==> src/source/mtest_consts.svh <==
`ifndef MTEST_CONSTS_SVH
`define MTEST_CONSTS_SVH

// command decode window
`define MTEST_ADDR          16'h00f0
`define MTEST_MASK          16'h03f0

// register numbers inside the window
`define MTEST_CHN_A_MODE    4'h4
`define MTEST_CHN_A_STATUS  4'h5
`define MTEST_CHN_B_MODE    4'h6
`define MTEST_CHN_B_STATUS  4'h7

// leading byte of each status packet
`define MTEST_STATUS_A_ADDR 8'h3c
`define MTEST_STATUS_B_ADDR 8'h3d

`define MTEST_PAGE_BITS     4
`define MTEST_LINE_BITS     16

// address byte plus four payload bytes
`define MTEST_STATUS_BYTES  5

`endif

==> src/source/mtest_pkg.sv <==
`include "mtest_consts.svh"

package mtest_pkg;

    typedef struct packed {
        logic [4:0] reserved;
        logic       suspend;
        logic       next_page;
        logic       frame_start;
    } chan_mode_t;

    // mode 0 off, 1 once, 3 once and on every change
    typedef struct packed {
        logic [1:0] mode;
        logic [5:0] seq;
    } status_ctl_t;

    // one data byte read per target register
    typedef union packed {
        chan_mode_t  mode;
        status_ctl_t ctl;
    } cmd_data_u;

    typedef struct packed {
        logic       we;
        logic [3:0] reg_addr;
        cmd_data_u  data;
    } cmd_t;

    typedef struct packed {
        logic                        page_ready;
        logic                        frame_done;
        logic [`MTEST_LINE_BITS-1:0] line_unfinished;
    } chan_in_t;

    typedef struct packed {
        logic frame_start;
        logic next_page;
        logic suspend;
    } chan_out_t;

    typedef struct packed {
        logic [`MTEST_PAGE_BITS-1:0] page;
        logic [`MTEST_LINE_BITS-1:0] line_unfinished;
        logic                        finished;
        logic                        busy;
    } chan_status_t;

    typedef struct packed {
        logic [7:0] ad;
        logic       rq;
    } status_link_t;

endpackage

==> src/source/cmd_deser.sv <==
`include "mtest_consts.svh"

module cmd_deser (
    input  logic            mclk,
    input  logic            rst,
    input  logic [7:0]      cmd_ad,
    input  logic            cmd_stb,
    output mtest_pkg::cmd_t cmd
);
    logic [1:0]  pos;       // 0 idle, 1 high addr, 2 data
    logic [7:0]  addr_lo;
    logic [7:0]  addr_hi;
    logic [15:0] addr;
    logic        hit;
    logic        we_r;
    logic [3:0]  reg_r;
    logic [7:0]  data_r;

    assign addr = {addr_hi, addr_lo};
    assign hit  = ((addr ^ `MTEST_ADDR) & `MTEST_MASK) == 16'h0000;

    always_ff @(posedge mclk or posedge rst) begin
        if (rst) begin
            pos  <= 2'd0;
            we_r <= 1'b0;
        end else begin
            we_r <= (pos == 2'd2) && hit && !cmd_stb; // one cycle per accepted command
            if (cmd_stb) begin
                pos <= 2'd1;
            end else if (pos == 2'd1) begin
                pos <= 2'd2;
            end else begin
                pos <= 2'd0;
            end
        end
    end

    always_ff @(posedge mclk) begin
        if (cmd_stb) begin
            addr_lo <= cmd_ad;
        end
        if (pos == 2'd1) begin
            addr_hi <= cmd_ad;
        end
        if (pos == 2'd2) begin
            reg_r  <= addr_lo[3:0];
            data_r <= cmd_ad;
        end
    end

    assign cmd.we       = we_r;
    assign cmd.reg_addr = reg_r;
    assign cmd.data     = data_r;

endmodule

==> src/source/status_packetizer.sv <==
`include "mtest_consts.svh"

module status_packetizer #(
    parameter logic [7:0] STATUS_ADDR = `MTEST_STATUS_A_ADDR
) (
    input  logic                    mclk,
    input  logic                    rst,
    input  logic                    ctl_we,
    input  mtest_pkg::status_ctl_t  ctl,
    input  mtest_pkg::chan_status_t status,
    output mtest_pkg::status_link_t link,
    input  logic                    start
);
    localparam logic [2:0] LAST_BYTE = 3'(`MTEST_STATUS_BYTES - 1);

    mtest_pkg::status_ctl_t  ctl_r;
    mtest_pkg::chan_status_t snap;   // payload of the last packet
    logic                    rq_r;
    logic [2:0]              cnt;    // trailing byte index
    logic                    want_r;
    logic                    want;
    logic                    changed;
    logic                    idle;
    logic                    raise;
    logic [7:0]              ad;

    assign idle    = !rq_r && (cnt == 3'd0);
    assign want    = ctl_we ? (ctl.mode != 2'd0) : want_r;
    assign changed = !ctl_we && (ctl_r.mode == 2'd3) && (status != snap);
    assign raise   = idle && (want || changed);

    always_ff @(posedge mclk or posedge rst) begin
        if (rst) begin
            ctl_r  <= '0;
            want_r <= 1'b0;
            rq_r   <= 1'b0;
            cnt    <= 3'd0;
        end else begin
            if (ctl_we) begin
                ctl_r <= ctl;
            end
            want_r <= want && !raise; // write seen while a packet is out
            if (raise) begin
                rq_r <= 1'b1;
            end else if (rq_r && start) begin
                rq_r <= 1'b0;
                cnt  <= 3'd1;
            end else if (cnt == LAST_BYTE) begin
                cnt <= 3'd0;
            end else if (cnt != 3'd0) begin
                cnt <= cnt + 3'd1;
            end
        end
    end

    // frozen until the next request
    always_ff @(posedge mclk) begin
        if (raise) begin
            snap <= status;
        end
    end

    always_comb begin
        case (cnt)
            3'd1:    ad = {ctl_r.seq, snap[1:0]};
            3'd2:    ad = snap[9:2];
            3'd3:    ad = snap[17:10];
            3'd4:    ad = snap[25:18];
            default: ad = STATUS_ADDR;  // held while waiting for start
        endcase
    end

    assign link.ad = ad;
    assign link.rq = rq_r;

endmodule

==> src/source/frame_chan_ctrl.sv <==
`include "mtest_consts.svh"

module frame_chan_ctrl #(
    parameter logic [3:0] MODE_REG    = `MTEST_CHN_A_MODE,
    parameter logic [7:0] STATUS_ADDR = `MTEST_STATUS_A_ADDR
) (
    input  logic                    mclk,
    input  logic                    rst,
    input  mtest_pkg::cmd_t         cmd,
    input  mtest_pkg::chan_in_t     chan_in,
    output mtest_pkg::chan_out_t    chan_out,
    output mtest_pkg::status_link_t link,
    input  logic                    start
);
    logic                        mode_we;
    logic                        ctl_we;
    mtest_pkg::chan_mode_t       mode;
    logic                        frame_start_r;
    logic                        next_page_r;
    logic                        suspend_r;
    logic [`MTEST_PAGE_BITS-1:0] page_r;
    logic                        busy_r;
    logic                        finished_r;
    mtest_pkg::chan_status_t     status;

    assign mode_we = cmd.we && (cmd.reg_addr == MODE_REG);
    assign ctl_we  = cmd.we && (cmd.reg_addr == MODE_REG + 4'd1); // status reg follows mode
    assign mode    = cmd.data.mode;

    always_ff @(posedge mclk or posedge rst) begin
        if (rst) begin
            frame_start_r <= 1'b0;
            next_page_r   <= 1'b0;
            suspend_r     <= 1'b0;
        end else begin
            frame_start_r <= mode_we && mode.frame_start;
            next_page_r   <= mode_we && mode.next_page;
            if (mode_we) begin
                suspend_r <= mode.suspend;
            end
        end
    end

    always_ff @(posedge mclk or posedge rst) begin
        if (rst) begin
            page_r <= '0;
        end else if (frame_start_r) begin
            page_r <= '0;
        end else if (chan_in.page_ready) begin
            page_r <= page_r + 1'b1;  // wraps
        end
    end

    // start and done together leave both flags alone
    always_ff @(posedge mclk or posedge rst) begin
        if (rst) begin
            busy_r     <= 1'b0;
            finished_r <= 1'b0;
        end else if (frame_start_r && !chan_in.frame_done) begin
            busy_r     <= 1'b1;
            finished_r <= 1'b0;
        end else if (!frame_start_r && chan_in.frame_done) begin
            busy_r     <= 1'b0;
            finished_r <= 1'b1;
        end
    end

    assign chan_out.frame_start = frame_start_r;
    assign chan_out.next_page   = next_page_r;
    assign chan_out.suspend     = suspend_r;

    assign status.page            = page_r;
    assign status.line_unfinished = chan_in.line_unfinished;
    assign status.finished        = finished_r;
    assign status.busy            = busy_r;

    status_packetizer #(
        .STATUS_ADDR (STATUS_ADDR)
    ) u_packetizer (
        .mclk   (mclk),
        .rst    (rst),
        .ctl_we (ctl_we),
        .ctl    (cmd.data.ctl),
        .status (status),
        .link   (link),
        .start  (start)
    );

endmodule

==> src/source/status_merge.sv <==
`include "mtest_consts.svh"

module status_merge (
    input  logic                    mclk,
    input  logic                    rst,
    input  mtest_pkg::status_link_t link_a,
    input  mtest_pkg::status_link_t link_b,
    output logic                    start_a,
    output logic                    start_b,
    output logic [7:0]              status_ad,
    output logic                    status_rq,
    input  logic                    status_start
);
    localparam logic [2:0] LAST_BYTE = 3'(`MTEST_STATUS_BYTES - 1);

    logic       active;   // a packet owns the output
    logic       sel_b;
    logic       prio_a;   // A wins a tie
    logic [2:0] cnt;
    logic       pick_b;
    logic       waiting;

    assign pick_b  = link_b.rq && !(link_a.rq && prio_a);
    assign waiting = active && (cnt == 3'd0);

    always_ff @(posedge mclk or posedge rst) begin
        if (rst) begin
            active <= 1'b0;
            sel_b  <= 1'b0;
            prio_a <= 1'b1;
            cnt    <= 3'd0;
        end else if (!active) begin
            if (link_a.rq || link_b.rq) begin
                active <= 1'b1;
                sel_b  <= pick_b;
                prio_a <= pick_b;  // the other side goes next
            end
        end else if (cnt == 3'd0) begin
            if (status_start && status_rq) begin
                cnt <= 3'd1;
            end
        end else if (cnt == LAST_BYTE) begin
            cnt    <= 3'd0;
            active <= 1'b0;
        end else begin
            cnt <= cnt + 3'd1;
        end
    end

    assign status_rq = active && (sel_b ? link_b.rq : link_a.rq);
    assign status_ad = sel_b ? link_b.ad : link_a.ad;
    assign start_a   = waiting && !sel_b && status_start;
    assign start_b   = waiting && sel_b && status_start;

endmodule

==> src/source/mtest_top.sv <==
`include "mtest_consts.svh"

module mtest_top (
    input  logic                 mclk,
    input  logic                 rst,
    input  logic [7:0]           cmd_ad,
    input  logic                 cmd_stb,
    output logic [7:0]           status_ad,
    output logic                 status_rq,
    input  logic                 status_start,
    input  mtest_pkg::chan_in_t  chan_a_in,
    output mtest_pkg::chan_out_t chan_a_out,
    input  mtest_pkg::chan_in_t  chan_b_in,
    output mtest_pkg::chan_out_t chan_b_out
);
    mtest_pkg::cmd_t         cmd;
    mtest_pkg::status_link_t link_a;
    mtest_pkg::status_link_t link_b;
    logic                    start_a;
    logic                    start_b;

    cmd_deser u_cmd_deser (
        .mclk    (mclk),
        .rst     (rst),
        .cmd_ad  (cmd_ad),
        .cmd_stb (cmd_stb),
        .cmd     (cmd)
    );

    frame_chan_ctrl #(
        .MODE_REG    (`MTEST_CHN_A_MODE),
        .STATUS_ADDR (`MTEST_STATUS_A_ADDR)
    ) u_chan_a (
        .mclk     (mclk),
        .rst      (rst),
        .cmd      (cmd),
        .chan_in  (chan_a_in),
        .chan_out (chan_a_out),
        .link     (link_a),
        .start    (start_a)
    );

    frame_chan_ctrl #(
        .MODE_REG    (`MTEST_CHN_B_MODE),
        .STATUS_ADDR (`MTEST_STATUS_B_ADDR)
    ) u_chan_b (
        .mclk     (mclk),
        .rst      (rst),
        .cmd      (cmd),
        .chan_in  (chan_b_in),
        .chan_out (chan_b_out),
        .link     (link_b),
        .start    (start_b)
    );

    status_merge u_status_merge (
        .mclk         (mclk),
        .rst          (rst),
        .link_a       (link_a),
        .link_b       (link_b),
        .start_a      (start_a),
        .start_b      (start_b),
        .status_ad    (status_ad),
        .status_rq    (status_rq),
        .status_start (status_start)
    );

endmodule

==> config.mk <==
export PLATFORM = sky130hd
export DESIGN_NAME = mtest_top
export DESIGN_NICKNAME = d
export VERILOG_FILES = /design/src/source/mtest_pkg.sv /design/src/source/cmd_deser.sv /design/src/source/status_packetizer.sv /design/src/source/frame_chan_ctrl.sv /design/src/source/status_merge.sv /design/src/source/mtest_top.sv
export VERILOG_INCLUDE_DIRS = /design/src /design/src/source
export SDC_FILE = /design/constraint.sdc
export NUM_CORES = 1
export LEC_CHECK = 0
export CAP_MARGIN = 0
export CELL_PAD_IN_SITES_DETAIL_PLACEMENT = 0
export CELL_PAD_IN_SITES_GLOBAL_PLACEMENT = 1
export CORE_ASPECT_RATIO = 1.1
export CORE_MARGIN = 1.5
export CORE_UTILIZATION = 56
export DETAILED_ROUTE_END_ITERATION = 12
export DONT_BUFFER_PORTS = 1
export PLACE_DENSITY = 0.88
export SLEW_MARGIN = 20
export SYNTH_ARGS = -nofsm -noshare
export SYNTH_HDL_FRONTEND = slang
export SYNTH_SLANG_ARGS = --single-unit
export TNS_END_PERCENT = 30
==> constraint.sdc <==
create_clock -name mclk -period 7.9 [get_ports mclk]
set_clock_uncertainty 0.2 [all_clocks]
set_input_delay 0.79 -clock mclk [delete_from_list [all_inputs] [get_ports mclk]]
set_output_delay 0.79 -clock mclk [all_outputs]
set_load 0.005 [all_outputs]
-- After elaboration in Yosys (flattened, before gate mapping)
Index checks and enable logic that the tools add are counted.
- register bits after elaboration: 119
- latch bits: 0
- bits in writable memories: 0
- memory bits (read-only): 0
- output and inout bits: 15
- word-level logic and storage cells: 176
- memories: 0
- add/subtract/negate cells: 5
- multiply operators: 0
- divide/modulo/power cells: 0
- order comparisons: 0
- equal/unequal tests: 20
- shifts and indexed selects: 0
- multiplexer cells: 37
- bitwise operators: 4
- reductions and logical operators: 70
- operators with widths (kind ; number):
    case mux 8 bit (4 select lines) ; 2
    inequality test 22 bit ; 2
    logical AND 1 bit ; 35
    two-way mux 3 bit ; 9
    two-way mux 1 bit ; 19
    == test 4 x 3 -> 1 bit (second input constant) ; 4
    zero test 16 bit ; 1
    two-way mux 4 bit ; 4
    nonzero test 2 bit ; 7
    zero test 1 bit ; 13
    == test 3 x 2 -> 1 bit (second input constant) ; 4
    nonzero test 3 bit ; 4
    adder 3 x 1 -> 3 bit (second input constant) ; 3
    == test 3 bit (second input constant) ; 3
    zero test 3 bit ; 3
    adder 4 x 1 -> 4 bit (second input constant) ; 2
    two-way mux 8 bit ; 1
    AND reduction 2 bit ; 4
    == test 2 bit (second input constant) ; 3
    == test 3 x 1 -> 1 bit (second input constant) ; 2
    two-way mux 2 bit ; 2
    inverter 4 bit ; 1
    logical OR 1 bit ; 3
    inverter 1 bit ; 3
    2 further kinds ; 2

-- Longest topological paths before layout
- depth in word-level cells: 9
- gate-level depth with buffers: 7
- depth with buffers taken out: 6

-- Modules after synthesis
From an unflattened synthesis, not the netlist that was laid out.
- cell total of the unflattened synthesis: 430
- area, all modules: 5601.6 um2
- by module, submodules not included (module ; times used ; cells each ; area each (um2) ; seq. area each (um2)):
    status_packetizer at u_chan_a.u_packetizer ; 1 ; 139 ; 1749.2 ; 985.9
    status_packetizer at u_chan_b.u_packetizer ; 1 ; 138 ; 1744.2 ; 985.9
    cmd_deser ; 1 ; 33 ; 795.8 ; 735.7
    status_merge ; 1 ; 49 ; 461.7 ; 151.4
    frame_chan_ctrl at u_chan_b ; 1 ; 36 ; 431.7 ; 225.2
    frame_chan_ctrl at u_chan_a ; 1 ; 35 ; 419.2 ; 225.2

-- Worst setup path before layout
No wires, ideal clock.
- path kind: reg2reg
- start point: register u_chan_a.u_packetizer.cnt[0]
- end point: register u_chan_a.u_packetizer.snap[0] (netlist name) (enable)
- setup time: 0.415 ns
- data arrival time: 2.489 ns
- slack: 4.797 ns
- cell stages (with the launch flop): 8
- cell sequence: dfrtp_1 inv_1 ha_1 buf_2 nor2b_1 nand2b_1 a221o_1 a31oi_1
- cells in the longest elaborated chain, start to end: 3
- RTL lines (item ; line ; source):
    start: declaration ; status_packetizer.sv:19 ; logic [2:0] cnt;
    start signal: assignment ; status_packetizer.sv:51 ; cnt <= cnt + 3'd1;
    zero test 3 bit ; status_packetizer.sv:27 ; assign idle = !rq_r && (cnt == 3'd0);
    logical AND 1 bit ; status_packetizer.sv:27 ;
    logical AND 1 bit ; status_packetizer.sv:30 ; assign raise = idle && (want || changed);
    net u_chan_a.u_packetizer.raise ; status_packetizer.sv:24 ; logic raise;
    end signal: assignment ; status_packetizer.sv:59 ; snap <= status;
    end: declaration ; status_packetizer.sv:17 ; mtest_pkg::chan_status_t snap;
The timed path passes the listed nets, and every way through them passes these cells.
A chain may end at the register's enable or synchronous reset.

-- Worst setup path after layout
- start point: register u_chan_a.u_packetizer.cnt[0]
- end point: output status_ad[0]
- cells in the longest elaborated chain, start to end: 3
- elaborated cells between the ends (all ways): 6
- classes of those cells: 4 x eq/ne; 2 x mux
- RTL lines (item ; line ; source):
    == test 3 bit (tied with other cells) ; status_packetizer.sv:64 ; case (cnt)
    case mux 8 bit (4 select lines) (*) ; status_packetizer.sv:64 ;
    two-way mux 8 bit (*) ; status_merge.sv:51 ; assign status_ad = sel_b ? link_b.ad : link_a.ad;
    end: declaration ; mtest_top.sv:8 ; output logic [7:0] status_ad,
Mark *: on every way between the ends. The rest lies on a longest branch, timed or not.

==> impl_metrics.csv <==
group,metric,value,unit
setup_path,rr_startpoint,"u_chan_b.u_packetizer.cnt[0]",
final_layout,area_growth,13.8,%
sta,post-route-min-period,3280,ps
detailed_routing,drtIter0Drc,257,
clocking,cts_setup_buffers,0,
synth,syn_avg_cell_area,13.2,um2
clocking,numClockSinks,119,
grt,grt_pass1_wl,17400,um
synth,synth_area,5380,um2
sta,hold_violations,0,
place,placed_area,5460,um2
detailed_routing,avgViaCountPerCell,6.08,
synth,synth-seq-cells,119,
sta,timing.fmax,305,MHz
die,die_w,96.4,um
place,hpwlAfterDp,7660,um
final_layout,n_fill_cell,672,
grt,use_met1,0.299,
synth,synth_cells,408,
setup_path,cp.arrival,2290,ps
setup_path,end_kind,"output pin",
place,pre_cts_ws,5080,ps
place,io_buffers,0,
clocking,cts.path.max_buffers,2,
die,dieArea,10200,um2
detailed_routing,drcViolationCount,0,
hold_path,hp-class,"input port to flop",
setup_path,crit_type,"flop to output pin",
setup_path,startpoint,"u_chan_a.u_packetizer.cnt[0]",
detailed_routing,routed_wl,10900,um
die,row_count,37,
clocking,path_clk_slew,60,ps
synth,ys_types,51,
grt,antenna_found_initial,0,
detailed_routing,antenna_left,0,
clocking,htreeDepth,4,
final_layout,final_common_cell,"edfxtp_1",
grt,busiest_layer,"met2",
power_and_ir_drop,ir_worst_vdd,0.159,mV
run,cap_violations,0,
synth,syn-num-nets,472,
clocking,cts.repair.resized,0,
hold_path,min_from,"cmd_stb",
setup_path,critPathTopFamily,"simple AND/OR/NAND/NOR gates",
grt,grt_pass1_vias,3408,
sta,post-route-period-util,0.415,
final_layout,fin_nets,476,
synth,yosysSeqAreaShare,0.616,
final_layout,stdcell_area,6110,um2
power_and_ir_drop,leakage,2.36,nW
detailed_routing,vias,3293,
synth,synthFlopType,"edfxtp_1",
outcome,status,"complete, no violations",
final_layout,final_cell_mix,"edfxtp_1 (66), dfrtp_1 (52), xnor2_1 (42)",
setup_path,crit_path_max_fanout,8,
setup_path,slowest_delay,540,ps
sta,relSlewSlack,0.327,
synth,async_flop_share,0.445,
clocking,cts-buffers-inserted,17,
setup_path,crit_path_start_kind,"flop",
place,place_congestion,0.848,
grt,grt_use_met3,0.0722,
die,io-pin-count,63,
clocking,cts_hold_buf,0,
sta,tns,0,ps
setup_path,path_buf_inv,1,
sta,setup_viol,0,
setup_path,crit_chain,"inv_1 > ha_1 > nor2b_1 > a221oi_1 > o2bb2ai_1",
setup_path,required,6910,ps
sta,worst_slack,4620,ps
setup_path,ff2ff_setup_slack,5290,ps
power_and_ir_drop,powerDensity,343,nW/um2
setup_path,slowest_stage,"nor2b_1",
die,core_region_area,9350,um2
sta,rsz0062_at_grt,"no",
detailed_routing,routedWlPerCell,20.0,um
grt,grt_util_met2,0.359,
die,start_util,0.575,
clocking,insertion_delay,520,ps
final_layout,drive_gt1_frac,0.144,
synth,synth_enable_flop_cells,66,
sta,worst_pin_slew,1010,ps
sta,slew_viol_final,0,
detailed_routing,dr.pass1.iters,6,
final_layout,n_antenna_cell,0,
grt,grt-ovfl-total,0,
grt,grt.total_usage,0.235,
clocking,cts_root_buffer,"clkbuf_8",
synth,synth_warnings,0,
clocking,cts_tree,"done",
grt,grt_max_degree,54,
die,die_y,106,um
## sequential cells by signal, summed over array words and instances (netlist names), 2 cells and up
register	flops
u_cmd_deser.pos	2
u_cmd_deser.addr_lo	8
u_cmd_deser.reg_r	4
u_status_merge.cnt	3
u_cmd_deser.addr_hi	2
u_chan_a.u_packetizer.cnt	3
u_chan_b.u_packetizer.ctl_r	8
u_cmd_deser.data_r	8
u_chan_a.u_packetizer.ctl_r	8
u_chan_a.u_packetizer.snap	22
u_chan_b.u_packetizer.cnt	3
u_chan_b.u_packetizer.snap	22
u_chan_a.page_r	4
u_chan_b.page_r	4
## per-layer routing
layer  wire length (um)  vias up
met2               5090      139
met1               4520     1598
met4                354        0
li1                   -     1523
met5                  0        -
met3                891       33
## cell families after synthesis
family,share of synthesized area
adders and majority gates,0.0372
and+or+nand+nor,0.101
DFF,0.616
muxes,0.0491
xor gates and xnor gates,0.0815
buffers and inverters,0.0303
AOI/OAI and AO/OA,0.0854
## synthesized netlist by cell type, drive strengths merged (10+ instances only)
| master | n | share of area |
|---|---|---|
| buf | 13 | 0.015 |
| dfrtp | 52 | 0.24 |
| edfxtp | 66 | 0.37 |
| ha | 16 | 0.037 |
| inv | 18 | 0.013 |
| mux2 | 19 | 0.040 |
| nand2 | 20 | 0.014 |
| nand4 | 12 | 0.014 |
| nor2 | 18 | 0.013 |
| nor2b | 10 | 0.012 |
| o21ai | 15 | 0.014 |
| xnor2 | 42 | 0.068 |
## stage by stage
| step | hold WS [ps] | util | power, mW | instances |
|---|---|---|---|---|
| after floorplan | 200 | - | 1.15 | 408 |
| after global placement | 205 | 0.583 | 1.23 | 510 |
| after detailed placement | 208 | 0.584 | 1.25 | 510 |
| after CTS | 76.4 | 0.654 | 2.10 | 542 |
| after global routing | 81.1 | 0.654 | 2.20 | 542 |
| final | 97.3 | 0.654 | 2.10 | 542 |
## final timing paths
path,end,cells after the start
min,u_cmd_deser.pos[0],0
min reg2reg,u_cmd_deser.reg_r[1],0
max,status_ad[0],5
max reg2reg,u_chan_b.u_packetizer.snap[18],5
min in group asynchronous,u_status_merge.cnt[1],2
max in group asynchronous,u_chan_b.page_r[3],2
## where the power goes
| group | total, mW | internal (mW) | switching (mW) |
|---|---|---|---|
| Combinational | 0.432 | 0.184 | 0.247 |
| Sequential | 0.821 | 0.730 | 0.0917 |
| Clock | 0.843 | 0.552 | 0.291 |
| Total | 2.10 | 1.47 | 0.630 |
## area by class of cell
| type | instances | area, um2 | share of cell area |
|---|---|---|---|
| flip-flops and latches | 119 | 3310 | 0.541 |
| multi-input cells | 254 | 1920 | 0.315 |
| clock buffers | 17 | 414 | 0.0677 |
| clock inverters | 15 | 238 | 0.0389 |
| well taps | 117 | 146 | 0.0239 |
| inverters | 18 | 67.6 | 0.0110 |
| repair buffers | 2 | 15.0 | 0.00246 |
Note: power is estimated with default switching activity, not from simulation.
